--- src/cart_pkg.sv ---
package cart_pkg;

  localparam int CPU_ADDR_W   = 24;
  localparam int ROM_ADDR_W   = 24;
  localparam int BSRAM_ADDR_W = 20;
  localparam int DATA_W       = 8;

  localparam logic [DATA_W-1:0] OPEN_BUS = 8'hff; // Nothing drives the bus.

  // LoROM save RAM lives in banks 70 through 7D.
  localparam logic [7:0] LOROM_SRAM_BANK_LO = 8'h70;
  localparam logic [7:0] LOROM_SRAM_BANK_HI = 8'h7d;

  localparam logic [15:0] MSU_BASE = 16'h2000;
  localparam logic [2:0]  MSU_REV  = 3'd1;

  // ID string "S-MSU1".
  localparam logic [DATA_W-1:0] MSU_ID0 = 8'h53;
  localparam logic [DATA_W-1:0] MSU_ID1 = 8'h2d;
  localparam logic [DATA_W-1:0] MSU_ID2 = 8'h4d;
  localparam logic [DATA_W-1:0] MSU_ID3 = 8'h53;
  localparam logic [DATA_W-1:0] MSU_ID4 = 8'h55;
  localparam logic [DATA_W-1:0] MSU_ID5 = 8'h31;

  typedef struct packed {
    logic [7:0]  bank;
    logic        a15;
    logic [14:0] offset; // 32K page offset.
  } lorom_addr_t;

  typedef struct packed {
    logic [7:0]  bank;
    logic [15:0] offset; // Full 64K bank offset.
  } hirom_addr_t;

  // Same CPU address seen by both mapping schemes.
  typedef union packed {
    lorom_addr_t lo;
    hirom_addr_t hi;
  } cpu_addr_u;

  typedef struct packed {
    cpu_addr_u         addr;
    logic [DATA_W-1:0] wdata;
    logic              rd;
    logic              wr;
    logic              rom_sel;
    logic              stb;     // Registered sysclkf_ce.
  } cpu_bus_t;

  typedef struct packed {
    logic [ROM_ADDR_W-1:0]   rom_addr;
    logic                    rom_hit;
    logic [BSRAM_ADDR_W-1:0] bsram_addr;
    logic                    bsram_hit;
    logic                    rd;
    logic                    wr;
    logic [DATA_W-1:0]       wdata;
  } mem_req_t;

  typedef struct packed {
    logic [15:0]       track_num;
    logic              track_request;
    logic [DATA_W-1:0] volume;
    logic              repeat_en;
    logic              playing;
  } msu_out_t;

endpackage

--- src/cpu_bus_capture.sv ---
`timescale 1ns/1ps

module cpu_bus_capture (
  input  logic                             mclk,
  input  logic                             rst_n,
  input  logic [cart_pkg::CPU_ADDR_W-1:0]  ca,
  input  logic                             cpurd_n,
  input  logic                             cpuwr_n,
  input  logic                             romsel_n,
  input  logic [cart_pkg::DATA_W-1:0]      cpu_wdata,
  input  logic                             sysclkf_ce,
  output cart_pkg::cpu_bus_t               bus_q
);

  // Address and data are payload only.
  always_ff @(posedge mclk) begin
    bus_q.addr  <= ca;
    bus_q.wdata <= cpu_wdata;
  end

  // Strobes go active high here.
  always_ff @(posedge mclk) begin
    if (!rst_n) begin
      bus_q.rd      <= 1'b0;
      bus_q.wr      <= 1'b0;
      bus_q.rom_sel <= 1'b0;
      bus_q.stb     <= 1'b0;
    end else begin
      bus_q.rd      <= ~cpurd_n;
      bus_q.wr      <= ~cpuwr_n;
      bus_q.rom_sel <= ~romsel_n;
      bus_q.stb     <= sysclkf_ce; // One mclk per CPU cycle.
    end
  end

endmodule

--- src/lhrom_mapper.sv ---
`timescale 1ns/1ps

module lhrom_mapper (
  input  logic                               mclk,
  input  logic                               rst_n,
  input  cart_pkg::cpu_bus_t                 bus_q,
  input  logic [7:0]                         map_ctrl,
  input  logic [cart_pkg::ROM_ADDR_W-1:0]    rom_mask,
  input  logic [cart_pkg::BSRAM_ADDR_W-1:0]  ram_mask,
  output cart_pkg::mem_req_t                 req_q
);

  logic                               hirom;
  logic                               lo_sram_bank;
  logic                               hi_sram_win;
  logic                               bsram_hit;
  logic                               rom_hit;
  logic [cart_pkg::ROM_ADDR_W-1:0]    rom_addr;
  logic [cart_pkg::BSRAM_ADDR_W-1:0]  bsram_addr;

  assign hirom = map_ctrl[0]; // Bit 0 picks HiROM.

  assign lo_sram_bank = (bus_q.addr.lo.bank >= cart_pkg::LOROM_SRAM_BANK_LO) &&
                        (bus_q.addr.lo.bank <= cart_pkg::LOROM_SRAM_BANK_HI);

  // Banks 20-3F and A0-BF at 6000-7FFF.
  assign hi_sram_win = (bus_q.addr.hi.bank[6:5] == 2'b01) &&
                       (bus_q.addr.hi.offset[15:13] == 3'b011);

  always_comb begin
    if (hirom) begin
      bsram_hit  = hi_sram_win;
      bsram_addr = {2'b00, bus_q.addr.hi.bank[4:0], bus_q.addr.hi.offset[12:0]};
      rom_addr   = {2'b00, bus_q.addr.hi.bank[5:0], bus_q.addr.hi.offset};
    end else begin
      // Lower half of the bank only.
      bsram_hit  = bus_q.rom_sel && lo_sram_bank && !bus_q.addr.lo.a15;
      bsram_addr = {1'b0, bus_q.addr.lo.bank[3:0], bus_q.addr.lo.offset};
      rom_addr   = {2'b00, bus_q.addr.lo.bank[6:0], bus_q.addr.lo.offset};
    end
    rom_hit = bus_q.rom_sel && !bsram_hit; // Save RAM shadows ROM.
  end

  always_ff @(posedge mclk) begin
    req_q.rom_addr   <= rom_addr & rom_mask;
    req_q.bsram_addr <= bsram_addr & ram_mask;
    req_q.wdata      <= bus_q.wdata;
  end

  always_ff @(posedge mclk) begin
    if (!rst_n) begin
      req_q.rom_hit   <= 1'b0;
      req_q.bsram_hit <= 1'b0;
      req_q.rd        <= 1'b0;
      req_q.wr        <= 1'b0;
    end else begin
      req_q.rom_hit   <= rom_hit;
      req_q.bsram_hit <= bsram_hit;
      req_q.rd        <= bus_q.rd;
      req_q.wr        <= bus_q.wr;
    end
  end

endmodule

--- src/msu_regs.sv ---
`timescale 1ns/1ps

module msu_regs (
  input  logic                         mclk,
  input  logic                         rst_n,
  input  cart_pkg::cpu_bus_t           bus_q,
  input  logic                         msu_enable,
  input  logic                         msu_track_missing,
  input  logic                         msu_track_mounting,
  input  logic                         msu_audio_stop,
  output logic [cart_pkg::DATA_W-1:0]  msu_rdata,
  output logic                         msu_sel,
  output cart_pkg::msu_out_t           msu_out
);

  logic [15:0] offset;
  logic [2:0]  reg_idx;
  logic        wr_en;

  assign offset  = bus_q.addr.hi.offset;
  assign reg_idx = offset[2:0];

  // Eight byte window at 2000 in banks 00-3F and 80-BF.
  assign msu_sel = msu_enable && (bus_q.rd || bus_q.wr) && !bus_q.addr.hi.bank[6] &&
                   (offset[15:3] == cart_pkg::MSU_BASE[15:3]);

  assign wr_en = msu_sel && bus_q.wr && bus_q.stb;

  always_ff @(posedge mclk) begin
    if (!rst_n) begin
      msu_out.track_num     <= 16'h0000;
      msu_out.track_request <= 1'b0;
      msu_out.volume        <= '0;
      msu_out.repeat_en     <= 1'b0;
      msu_out.playing       <= 1'b0;
    end else begin
      msu_out.track_request <= 1'b0;
      if (wr_en) begin
        case (reg_idx)
          3'd4: msu_out.track_num[7:0] <= bus_q.wdata;
          3'd5: begin
            msu_out.track_num[15:8] <= bus_q.wdata;
            msu_out.track_request   <= 1'b1; // High byte commits the track.
          end
          3'd6: msu_out.volume <= bus_q.wdata;
          3'd7: begin
            msu_out.playing   <= bus_q.wdata[0];
            msu_out.repeat_en <= bus_q.wdata[1];
          end
          default: ;
        endcase
      end
      if (msu_audio_stop) begin
        msu_out.playing <= 1'b0; // Stop overrides a play write.
      end
    end
  end

  always_comb begin
    case (reg_idx)
      3'd0: msu_rdata = {1'b0, msu_track_mounting, msu_track_missing,
                         msu_out.playing, msu_out.repeat_en, cart_pkg::MSU_REV};
      3'd1: msu_rdata = '0; // No data stream.
      3'd2: msu_rdata = cart_pkg::MSU_ID0;
      3'd3: msu_rdata = cart_pkg::MSU_ID1;
      3'd4: msu_rdata = cart_pkg::MSU_ID2;
      3'd5: msu_rdata = cart_pkg::MSU_ID3;
      3'd6: msu_rdata = cart_pkg::MSU_ID4;
      default: msu_rdata = cart_pkg::MSU_ID5;
    endcase
  end

endmodule

--- src/bus_output_mux.sv ---
`timescale 1ns/1ps

module bus_output_mux (
  input  cart_pkg::mem_req_t                 req_q,
  input  logic [15:0]                        rom_q,
  input  logic [cart_pkg::DATA_W-1:0]        bsram_q,
  input  logic [cart_pkg::DATA_W-1:0]        msu_rdata,
  input  logic                               msu_sel,
  output logic [cart_pkg::ROM_ADDR_W-1:0]    rom_addr,
  output logic                               rom_ce_n,
  output logic                               rom_oe_n,
  output logic [cart_pkg::BSRAM_ADDR_W-1:0]  bsram_addr,
  output logic [cart_pkg::DATA_W-1:0]        bsram_d,
  output logic                               bsram_ce_n,
  output logic                               bsram_oe_n,
  output logic                               bsram_we_n,
  output logic [cart_pkg::DATA_W-1:0]        cpu_rdata
);

  assign rom_addr = req_q.rom_addr;
  assign rom_ce_n = ~req_q.rom_hit;
  assign rom_oe_n = ~(req_q.rom_hit & req_q.rd);

  assign bsram_addr = req_q.bsram_addr;
  assign bsram_d    = req_q.wdata;
  assign bsram_ce_n = ~req_q.bsram_hit;
  assign bsram_oe_n = ~(req_q.bsram_hit & req_q.rd);
  assign bsram_we_n = ~(req_q.bsram_hit & req_q.wr);

  always_comb begin
    if (msu_sel) begin
      cpu_rdata = msu_rdata;
    end else if (req_q.bsram_hit) begin
      cpu_rdata = bsram_q;
    end else if (req_q.rom_hit) begin
      // 16-bit ROM word and A0 picks the byte.
      cpu_rdata = req_q.rom_addr[0] ? rom_q[15:8] : rom_q[7:0];
    end else begin
      cpu_rdata = cart_pkg::OPEN_BUS;
    end
  end

endmodule

--- src/cart_slot_top.sv ---
`timescale 1ns/1ps

module cart_slot_top (
  input  logic                               mclk,
  input  logic                               rst_n,
  input  logic [cart_pkg::CPU_ADDR_W-1:0]    ca,
  input  logic                               cpurd_n,
  input  logic                               cpuwr_n,
  input  logic                               romsel_n,
  input  logic [cart_pkg::DATA_W-1:0]        cpu_wdata,
  input  logic                               sysclkf_ce,
  input  logic [7:0]                         map_ctrl,
  input  logic [cart_pkg::ROM_ADDR_W-1:0]    rom_mask,
  input  logic [cart_pkg::BSRAM_ADDR_W-1:0]  ram_mask,
  output logic [cart_pkg::ROM_ADDR_W-1:0]    rom_addr,
  input  logic [15:0]                        rom_q,
  output logic                               rom_ce_n,
  output logic                               rom_oe_n,
  output logic [cart_pkg::BSRAM_ADDR_W-1:0]  bsram_addr,
  output logic [cart_pkg::DATA_W-1:0]        bsram_d,
  input  logic [cart_pkg::DATA_W-1:0]        bsram_q,
  output logic                               bsram_ce_n,
  output logic                               bsram_oe_n,
  output logic                               bsram_we_n,
  output logic [cart_pkg::DATA_W-1:0]        cpu_rdata,
  input  logic                               msu_enable,
  input  logic                               msu_track_missing,
  input  logic                               msu_track_mounting,
  input  logic                               msu_audio_stop,
  output logic [15:0]                        msu_track_num,
  output logic                               msu_track_request,
  output logic [cart_pkg::DATA_W-1:0]        msu_volume,
  output logic                               msu_audio_repeat,
  output logic                               msu_audio_playing
);

  cart_pkg::cpu_bus_t          bus_q;
  cart_pkg::mem_req_t          req_q;
  logic [cart_pkg::DATA_W-1:0] msu_rdata;
  logic                        msu_sel;

  cpu_bus_capture u_capture (
    .mclk       (mclk),
    .rst_n      (rst_n),
    .ca         (ca),
    .cpurd_n    (cpurd_n),
    .cpuwr_n    (cpuwr_n),
    .romsel_n   (romsel_n),
    .cpu_wdata  (cpu_wdata),
    .sysclkf_ce (sysclkf_ce),
    .bus_q      (bus_q)
  );

  lhrom_mapper u_mapper (
    .mclk     (mclk),
    .rst_n    (rst_n),
    .bus_q    (bus_q),
    .map_ctrl (map_ctrl),
    .rom_mask (rom_mask),
    .ram_mask (ram_mask),
    .req_q    (req_q)
  );

  // Concatenation follows msu_out_t field order.
  msu_regs u_msu (
    .mclk               (mclk),
    .rst_n              (rst_n),
    .bus_q              (bus_q),
    .msu_enable         (msu_enable),
    .msu_track_missing  (msu_track_missing),
    .msu_track_mounting (msu_track_mounting),
    .msu_audio_stop     (msu_audio_stop),
    .msu_rdata          (msu_rdata),
    .msu_sel            (msu_sel),
    .msu_out            ({msu_track_num, msu_track_request, msu_volume,
                          msu_audio_repeat, msu_audio_playing})
  );

  bus_output_mux u_out_mux (
    .req_q      (req_q),
    .rom_q      (rom_q),
    .bsram_q    (bsram_q),
    .msu_rdata  (msu_rdata),
    .msu_sel    (msu_sel),
    .rom_addr   (rom_addr),
    .rom_ce_n   (rom_ce_n),
    .rom_oe_n   (rom_oe_n),
    .bsram_addr (bsram_addr),
    .bsram_d    (bsram_d),
    .bsram_ce_n (bsram_ce_n),
    .bsram_oe_n (bsram_oe_n),
    .bsram_we_n (bsram_we_n),
    .cpu_rdata  (cpu_rdata)
  );

endmodule

--- config.mk ---
export PLATFORM = sky130hd
export DESIGN_NAME = cart_slot_top
export DESIGN_NICKNAME = d
export VERILOG_FILES = /design/src/cart_pkg.sv /design/src/cpu_bus_capture.sv /design/src/lhrom_mapper.sv /design/src/msu_regs.sv /design/src/bus_output_mux.sv /design/src/cart_slot_top.sv
export SDC_FILE = /design/constraint.sdc
export NUM_CORES = 1
export LEC_CHECK = 0
export BUFFER_PORTS_ARGS = -buffer_cell sky130_fd_sc_hd__buf_4
export CAP_MARGIN = 10
export CORE_MARGIN = 1.5
export CORE_UTILIZATION = 45
export DETAILED_ROUTE_END_ITERATION = 12
export PLACE_DENSITY = 0.8
export SYNTH_ARGS = -nofsm -noshare
export SYNTH_HDL_FRONTEND = slang
export SYNTH_SLANG_ARGS = --single-unit
--- constraint.sdc ---
create_clock -name mclk -period 2.5 [get_ports mclk]
set_clock_uncertainty 0.1 [all_clocks]
set_input_delay 0.375 -clock mclk [delete_from_list [all_inputs] [get_ports mclk]]
set_output_delay 0.375 -clock mclk [all_outputs]
set_load 0.01 [all_outputs]
======== Word level (Yosys, flattened, before mapping) ========
Cells that the tools add are included.
Widths: inputs -> output; s select.
word-level totals
  bits in registers ....................... 119
  output and inout port bits .............. 92
  logic and storage cells ................. 76
operators by class
  $lt $le $gt $ge ......................... 2
  equality and inequality tests ........... 10
  muxes and demuxes ....................... 9
  bitwise operators ....................... 14
  reductions and logical operators ........ 22
operator list
  kind                  count
  $pmux 7 s6            1
  $mux 8                4
  $and 22x24->24        1
  $mux 22               1
  $and 19x20->20        1
  $mux 19               1
  $eq 13x11->1 const B  1
  $eq 3x3->1 const B    4
  $logic_and 1x1->1     10
  $reduce_and 2->1      5
  $eq 3x2->1 const B    3
  $not 1->1             9
  $ge 8x7->1 const B    1
  $le 8x7->1 const B    1
  $reduce_or 2->1       2
  $and 1x1->1           3
  $eq 3x1->1 const B    1
  $logic_not 1->1       3
  $logic_not 3->1       1
  $eq 2x1->1 const B    1
  $mux 1                2
  $logic_or 1x1->1      1

======== Depth between registers and ports, before layout ========
Gate-level depths: netlist (run 1).
  depth after elaboration ................. 7
  gate-level depth with buffers ........... 5

======== Hierarchy ========
A second synthesis (run 1) with hierarchy kept.
unflattened totals
  cell total of the unflattened synthesis .. 390
  area, all modules ....................... 4,236.6 um^2
by module, submodules not included
  module           instances  cells each  area an instance (um^2)  sequential area each (um^2)
  lhrom_mapper     1          128         1,539.0                  1,061.0
  msu_regs         1          128         1,208.7                  540.5
  cpu_bus_capture  1          40          754.5                    720.7
  bus_output_mux   1          94          734.5                    0.0

======== Worst setup path after synthesis (run 1) ========
No wires, ideal clock.
  kind .................................... reg-to-output
  start point ............................. register u_capture.bus_q[34] (netlist name)
  end point ............................... output cpu_rdata[0] in the netlist's numbering
  arrival time ............................ 1.508 ns
  data required time ...................... 2.025 ns
  setup slack ............................. 0.517 ns
  cell stages (with the launch flop) ...... 5
  cells stage by stage .................... dfxtp_1 -> nor4b_4 -> o21a_1 -> nand4_1 -> mux2i_1
between the ends
  word-level cells in the longest chain between the ends .. 4
ends and longest elaborated chain
  item                            RTL line              RTL
  $logic_not 1->1                 msu_regs.sv:24        assign msu_sel = msu_enable && (bus_q.rd || bus_q.wr) && !bus_q.addr.hi.bank[6] &&
  $logic_and 1x1->1 (2 in a row)  msu_regs.sv:24
  $mux 8                          bus_output_mux.sv:31  if (msu_sel) begin
  end, declared                   cart_slot_top.sv:25   output logic [cart_pkg::DATA_W-1:0] cpu_rdata,
Every way passes these cells.

======== Worst setup path after layout (run 1) ========
  start point ............................. register u_capture.bus_q[27] (netlist name)
  end point ............................... output cpu_rdata[6] in the netlist's numbering
between the ends
  word-level cells in the longest chain between the ends .. 3
ends and longest elaborated chain
  item               RTL line              RTL
  $eq 13x11->1       msu_regs.sv:25        (offset[15:3] == cart_pkg::MSU_BASE[15:3]);
  $logic_and 1x1->1  msu_regs.sv:24
  $mux 8             bus_output_mux.sv:31
Every way passes these cells.

==> metrics.md, run 1 <==
| Metric | Value |
|---|---|
| 1st-iter DRT viols | 83 |
| Status | finished, violations left |
| PD cells | approximately 740 nW/um^2 |
| Layer with the highest usage | met2 |
| Commonest non-fill, non-tap cell in the layout | buf_4 |
| Min Hold Slack | 13.37 ps |
| Post-Synth XOR/XNOR Area | 0% |
| Final global-route overflow total | 0 |
| Hold path cells | 2 |
| Adder-cell area share of the yosys netlist | 0% |
| Initial antenna violation count | 0 |
| Dpl ws | 327.8 ps |
| M1 GR Usage | 23.96% |
| Die ar. | 9739 um^2 |
| Fin nets | 721 |
| Post-synthesis simple-gate area fraction | 17.31% |
| DRC Markers | 14 |
| Core box area | 8806 um^2 |
| Largest family of logic cells by synthesized area | simple AND/OR/NAND/NOR gates |
| Post-synthesis instance total | 380 |
| Met2 GRT Util | 40.60% |
| Worst-Skew Late Latency | 510 ps |
| Slowest Stage Delay on Critical Path | approximately 400 ps |
| Die Ht | 98.69 um |
| Share of cells above drive strength 1 | 40.91% |
| Die X-Extent | just under 100 um |
| Slew Limit Fails | 0 |
| RSZ-0062 raised after global routing | true |
| Headroom to the max-slew limit | 61.16% |
| Max-cap violations | 0 |
| Maximum fanout along the worst path | 8 |
| Sequential Area | about 2300 um^2 |
| Tmin final | 2422 ps |
| Ant diodes | 0 |
| Synth Area in Compound Gates | 4.585% |
| Most frequent cells in the layout | 201 x buf_4, 115 x dfxtp_1, 63 x dlygate4sd3_1 |
| Largest net degree at the start of global routing | 40 |
| Max Clk Rate | 0.4129 GHz |
| Mux share of post-synthesis cell area | a little over a tenth |
| R2R Path Start | u_capture.bus_q[27] |
| Crit. End Element | output port |
| Vias per cell | ~4.7 |
| Sequential share of the synthesized area | between 50% and 60% |
| Flop2flop setup slack | 220 ps |
| GR Util met3 | 8.085% |
| Syn. warnings | 0 |
| Failing checks | DRC |
| Placer congestion estimate | around 0.85 |
| Final Hold Vio Count | 0 |
| Initial core utilization | between 40% and 50% |
| Std cell rows | 34 |
| Min-delay src | rom_mask[13] |
| Hold Crit Class | input port to flop |
| CP startpoint kind | flop |
| DR vias | 3383 |
| TritonCTS buffer count | 17 |
| Synthesis-stage register bit count | 116 |
| Post-DP HPWL | between 7000 and 8000 um |
| CTS tree | yes |
| Lkg Pwr | 3.073 nW |
| Synth Cell Area | around 4000 um^2 |
| I/O pin count | 210 |
| First-pass GRT wire length | 17120 um |
| Port buffer count | 196 |
| Max clock buf depth | 2 |
| Htree depth | 4 |
| Critical path, cell by cell | nor4b_4, nand4_1, buf_6, mux2i_1, buf_4 |
| Clk slew on worst S/H paths | 60 ps |
| Worst-Margin Slew | 577.2 ps |
| GRT Resource Usage Total | 22.70% |
| Area of the multi-input gates | 1349 um^2 |
| Sink Count | 116 |
| Buffer type at the clock tree root | clkbuf_8 |
| Area delta synth->final | 59.95% |
| Synth cell types | 33 |
| R2R cell count | 5 |
| Arr. time, crit path | between 1500 and 2000 ps |
| Wire length per cell | 15.21 um |
| Worst path slowest cell | nor4b_4 |
| Layout fillers | around 600 |
| Tcrit/Tclk final | 96.88% |
| CP Class | flop to output port |
| PnR worst setup slack | ~78 ps |
| First-pass DRT Iterations | 8 |
| Worst reg2reg path endpoint | u_msu.msu_out[17] |
| Worst Hold Path EP | u_mapper.req_q[45] |
| Final wirelength | 11020 um |
| Avg Inst Size Synth | between 10 and 15 um^2 |
| Final setup fails | 0 |
| Vias in the first global route | 3607 |
| Worst EP required | 2030 ps |
| Final ANT Viol Nets | 0 |
| Maximum VDD drop | 0.4171 mV |
state kept, by name, summed over array words and instances (netlist names):
| signal | count |
|---|---|
| u_capture.bus_q | 36 |
| u_msu.msu_out | 27 |
| u_mapper.req_q | 53 |
metrics by stage:
step	util [%]	total power [mW]	setup TNS (ps)	area [um^2]	instances
2_1_floorplan	-	2.182	0	4128	382
3_3_place_gp	60.39	2.337	0	5318	626
3_5_place_dp	60.39	2.347	0	5318	626
4_1_cts	74.55	4.878	0	6565	722
5_1_grt	74.84	5.024	-107.6	6590	724
6_report	74.84	4.854	0	6590	724
synth_stat cells, drive strengths merged:
library cell  instances  area share, %
nand2b               10            1.5
nor3                  3           0.36
inv                   5           0.46
o22ai                 7            1.1
nand4b                1           0.21
conb                  1          0.091
nand4                 3           0.61
clkbuf               10           0.91
nor3b                 1           0.18
mux2                  8            2.2
clkinv                1          0.091
dfxtp               116             56
a21oi                 5           0.61
or4                   1           0.18
mux2i                34            8.3
o2111a                1           0.27
nand3                 1           0.12
and2                 32            4.9
o221a                 1           0.27
nand2                51            4.7
nor2                 13            1.2
buf                  53            9.7
nor4b                 3            1.4
o21a                  1           0.18
nor4                  4            1.7
nor2b                 2           0.30
o31ai                 1           0.18
a21boi               11            2.0
worst max-delay path by stage:
stage                             start                 to  depth (start not counted)
floorplan           u_capture.bus_q[34]       cpu_rdata[0]                          4
global placement             msu_enable  u_msu.msu_out[16]                          5
detailed placement           msu_enable  u_msu.msu_out[16]                          5
CTS                 u_capture.bus_q[21]       cpu_rdata[6]                          6
global route        u_capture.bus_q[18]       cpu_rdata[1]                          6
finish              u_capture.bus_q[27]       cpu_rdata[6]                          5
critical path, delay by kind of cell, from the launching register on:
kind | cells | cell delay [ps]
flip-flops | 1 | 360
buffers and inverters | 2 | 330
AND/OR/NAND/NOR | 2 | 580
multiplexers | 1 | 170
metal layers:
metal	routed length, um	up-vias
met5	0	-
met4	280	0
met3	796	29
met2	5752	143
met1	4186	1558
li1	-	1653
cell type report:
| class | instances | share of cell area [%] |
|---|---|---|
| multi-input cells | 197 | 20.47 |
| inverters | 6 | 0.3418 |
| clock buffers | 17 | 6.284 |
| clock inverters | 15 | 2.962 |
| flip-flops and latches | 116 | 35.26 |
| well taps | 108 | 2.051 |
| repair buffers | 265 | 32.64 |
where the power goes:
part	leakage [nW]	internal [mW]	total [mW]	switching, mW
registers	0.962	1.93	1.98	0.0490
logic	1.81	0.276	0.420	0.144
clock network	0.297	1.54	2.46	0.913
cell families after synthesis:
kind of cell	Yosys count
mux	42
compound gates	27
flops	116
simple gates	125
buf+inv	69
other cells	1
repair_timing:
| item | in CTS | in global routing |
|---|---|---|
| endpoints found under the hold margin | 63 | 0 |
| buffers inserted | 1 | 2 |
| hold buffers | 63 | 0 |
| endpoints found under the setup margin | 7 | 8 |
| pin swaps | 1 | 3 |
| gates resized for setup | 0 | 3 |
Power figures use the tool's default switching activity.
==> run 2, diff against run 1 <==
CORE_UTILIZATION = 40   (was 45)
PLACE_DENSITY = 0.73   (was 0.8)
==> run 2 against run 1 <==
The flow now finishes without violations. Sequential share of layout area shrank 0.29 points. Utilization shrank 7.4 points. Sequential cell count is the same. Critical endpoint is now cpu_rdata[5].
==> metrics.md, run 2 (same netlist as run 1, synthesis figures left out) <==
| Metric | Value |
|---|---|
| Status | finished, final reports clean |
| Crit. End Element | output port |
| R2R cell count | 6 (+1) |
| CP startpoint kind | flop |
| Most frequent cells in the layout | 200 x buf_4, 113 x dfxtp_1, 66 x dlygate4sd3_1 |
| Die X-Extent | 104.5 um (+5.9%) |
| Clk network pwr share | 50.7% (about the same) |
| Switching power | 1.029 mW (-7.0%) |
| Min Hold Slack | 39.17 ps (+25.80 ps) |
| Fin nets | 723 (+0.28%) |
| Critical path, cell by cell | nor4b_4, o21a_1, nand4_1, buf_6, mux2i_1, buf_4 |
| Comb pwr share | 8.6% (about the same) |
| Worst-Margin Slew | 540.6 ps (-36.60 ps) |
| Cell internal pwr | 3.832 mW (+2.3%) |
| Vias per cell | 4.396 (-5.9%) |
| Worst path slowest cell | dfxtp_2 |
| CTS tree | yes |
| Sequential power share | 40.6% (about the same) |
| Die Ht | 104.5 um (+5.9%) |
| Largest net degree at the start of global routing | 40 (unchanged) |
| Sink Count | 116 (unchanged) |
| Final wirelength | 10640 um (-3.4%) |
| Initial core utilization | 41.77% (-5.0 points) |
| Die ar. | 10920 um^2 (+12%) |
| Largest reg by FF count | u_mapper.req_q |
| Max Clk Rate | 0.4125 GHz (about the same) |
| Max-cap violations | 0 (unchanged) |
| Arr. time, crit path | 1950 ps (about the same) |
| Switching share of power | 21.17% (-1.6 points) |
| Core box area | 9864 um^2 (+12%) |
| Port buffer count | 196 (unchanged) |
| TritonCTS buffer count | 17 (unchanged) |
| Slew Limit Fails | 0 (unchanged) |
| Max clock buf depth | 2 (unchanged) |
| Max FFs per register | 53 (unchanged) |
| Vias in the first global route | 3526 (-2.2%) |
| Worst-Skew Late Latency | 500 ps (about the same) |
| Std cell rows | 36 (+5.9%) |
| RSZ-0062 raised after global routing | true |
| Tmin final | 2424 ps (+2.157 ps) |
| PD cells | 730.9 nW/um^2 (-0.77%) |
| Tcrit/Tclk final | 96.97% (about the same) |
| Sequential Area | 2326 um^2 (+0.11%) |
| Final Hold Vio Count | 0 (unchanged) |
| First-pass DRT Iterations | 4 (-4) |
| I/O pin count | 210 (unchanged) |
| Placer congestion estimate | 0.7726 (-9.4%) |
| 1st-iter DRT viols | 96 (+16%) |
| Slowest Stage Delay on Critical Path | 330 ps (-80 ps) |
| Maximum VDD drop | 0.4478 mV (+7.4%) |
| Worst EP required | 2030 ps (about the same) |
| Buffer type at the clock tree root | clkbuf_8 |
| Initial antenna violation count | 1 (+1) |
| Final global-route overflow total | 0 (unchanged) |
| Biggest regs | u_mapper.req_q x53, u_capture.bus_q x36, u_msu.msu_out x27 |
| CP Class | flop to output port |
| Area of the multi-input gates | 1344 um^2 (-0.37%) |
| Share of cells above drive strength 1 | 40.78% (-0.13 points) |
| Clk slew on worst S/H paths | 50 ps (about the same) |
| DR vias | 3306 (-2.3%) |
| GRT Resource Usage Total | 20.08% (-2.6 points) |
| Dpl ws | 335.4 ps (+7.649 ps) |
| First-pass GRT wire length | 17160 um (+0.25%) |
| Wire length per cell | 14.15 um (-7.0%) |
| Hold path cells | 2 (unchanged) |
| Final setup fails | 0 (unchanged) |
| Headroom to the max-slew limit | 63.63% (+2.5 points) |
| PnR worst setup slack | 75.86 ps (-2.157 ps) |
| Commonest non-fill, non-tap cell in the layout | buf_4 |
| Hold Crit Class | input port to flop |
| Maximum fanout along the worst path | 8 (unchanged) |
| Lkg Pwr | 3.075 nW (about the same) |
| Layout fillers | 728 (+21%) |
| DRC Markers | 0 (-14) |
| Post-DP HPWL | 7218 um (-1.4%) |
| Htree depth | 4 (unchanged) |
| Final ANT Viol Nets | 0 (unchanged) |
| Area delta synth->final | 61.43% |
| Final Power | 4.862 mW (+0.16%) |
## run 2: changes by cell type in the layout (fill, tap and decap cells not counted), sizes merged
cell | before | now
clkinv | 7 | 3
clkbuf | 17 | 21
clkinvlp | 1 | 4
buf | 202 | 201
diode | 0 | 1
dlygate4sd3 | 63 | 66
inv | 10 | 7
## run 2: area by class of cell
| type | instances | share of cell area (%) |
|---|---|---|
| Sequential cell | 116 | 34.97 |
| Tap cell | 133 | 2.502 |
| Clock buffer | 21 | 7.054 |
| Clock inverter | 11 | 2.220 |
| Inverter | 6 | 0.3386 |
| Antenna cell | 1 | 0.03762 |
| Multi-Input combinational cell | 197 | 20.20 |
| Timing Repair Buffer | 267 | 32.67 |
## run 2: worst max-delay path: cells and delay by family (launching register included)
| family | cells | cell delay (ps) |
|---|---|---|
| simple gates | 2 | 450 |
| buf+inv | 2 | 340 |
| flops | 1 | 330 |
| compound gates | 1 | 170 |
| mux | 1 | 150 |
## run 2: worst paths after layout
path | to | slack, ps | start
worst max register to register | u_msu.msu_out[15] | 240 | u_capture.bus_q[18]
worst min register to register | u_mapper.req_q[3] | 250 | u_capture.bus_q[7]
worst max-delay path | cpu_rdata[5] | 80 | u_capture.bus_q[18]
worst min-delay path | u_mapper.req_q[27] | 40 | ram_mask[16]
## run 2: per-stage QoR
| step | util [%] | TNS [ps] | cells | instance area (um^2) |
|---|---|---|---|---|
| finish | 67.43 | 0 | 752 | 6651 |
| global route | 67.43 | -170.6 | 752 | 6651 |
| CTS | 67.38 | 0 | 751 | 6646 |
| detailed placement | 54.22 | 0 | 651 | 5349 |
| global placement | 54.22 | 0 | 651 | 5349 |
| floorplan | - | 0 | 382 | 4128 |
## run 2: timing repair
item	4_1_cts	5_1_grt
hold buffers	66	0
gates resized for setup	2	2
setup buffers	2	0
endpoints found under the hold margin	66	0
pin swaps	1	1
endpoints found under the setup margin	8	7
## run 2: power by group through the flow
| stage | combinational (mW) | sequential (mW) | clock (mW) |
|---|---|---|---|
| final | 0.420 | 1.98 | 2.47 |
| after global routing | 0.450 | 1.98 | 2.60 |
| after CTS | 0.418 | 1.98 | 2.51 |
| after detailed placement | 0.331 | 2.01 | 0 |
| after global placement | 0.326 | 2.01 | 0 |
| after floorplan | 0.187 | 1.99 | 0 |
## run 2: per-layer routing
layer | share of wire [%] | track usage, % | vias to the layer above
met2 | 51 | 34.63 | 120
met5 | 0 | 0 | -
met3 | 6.0 | 6.391 | 15
met1 | 41 | 22.41 | 1517
met4 | 1.8 | 9.325 | 0
li1 | - | - | 1654
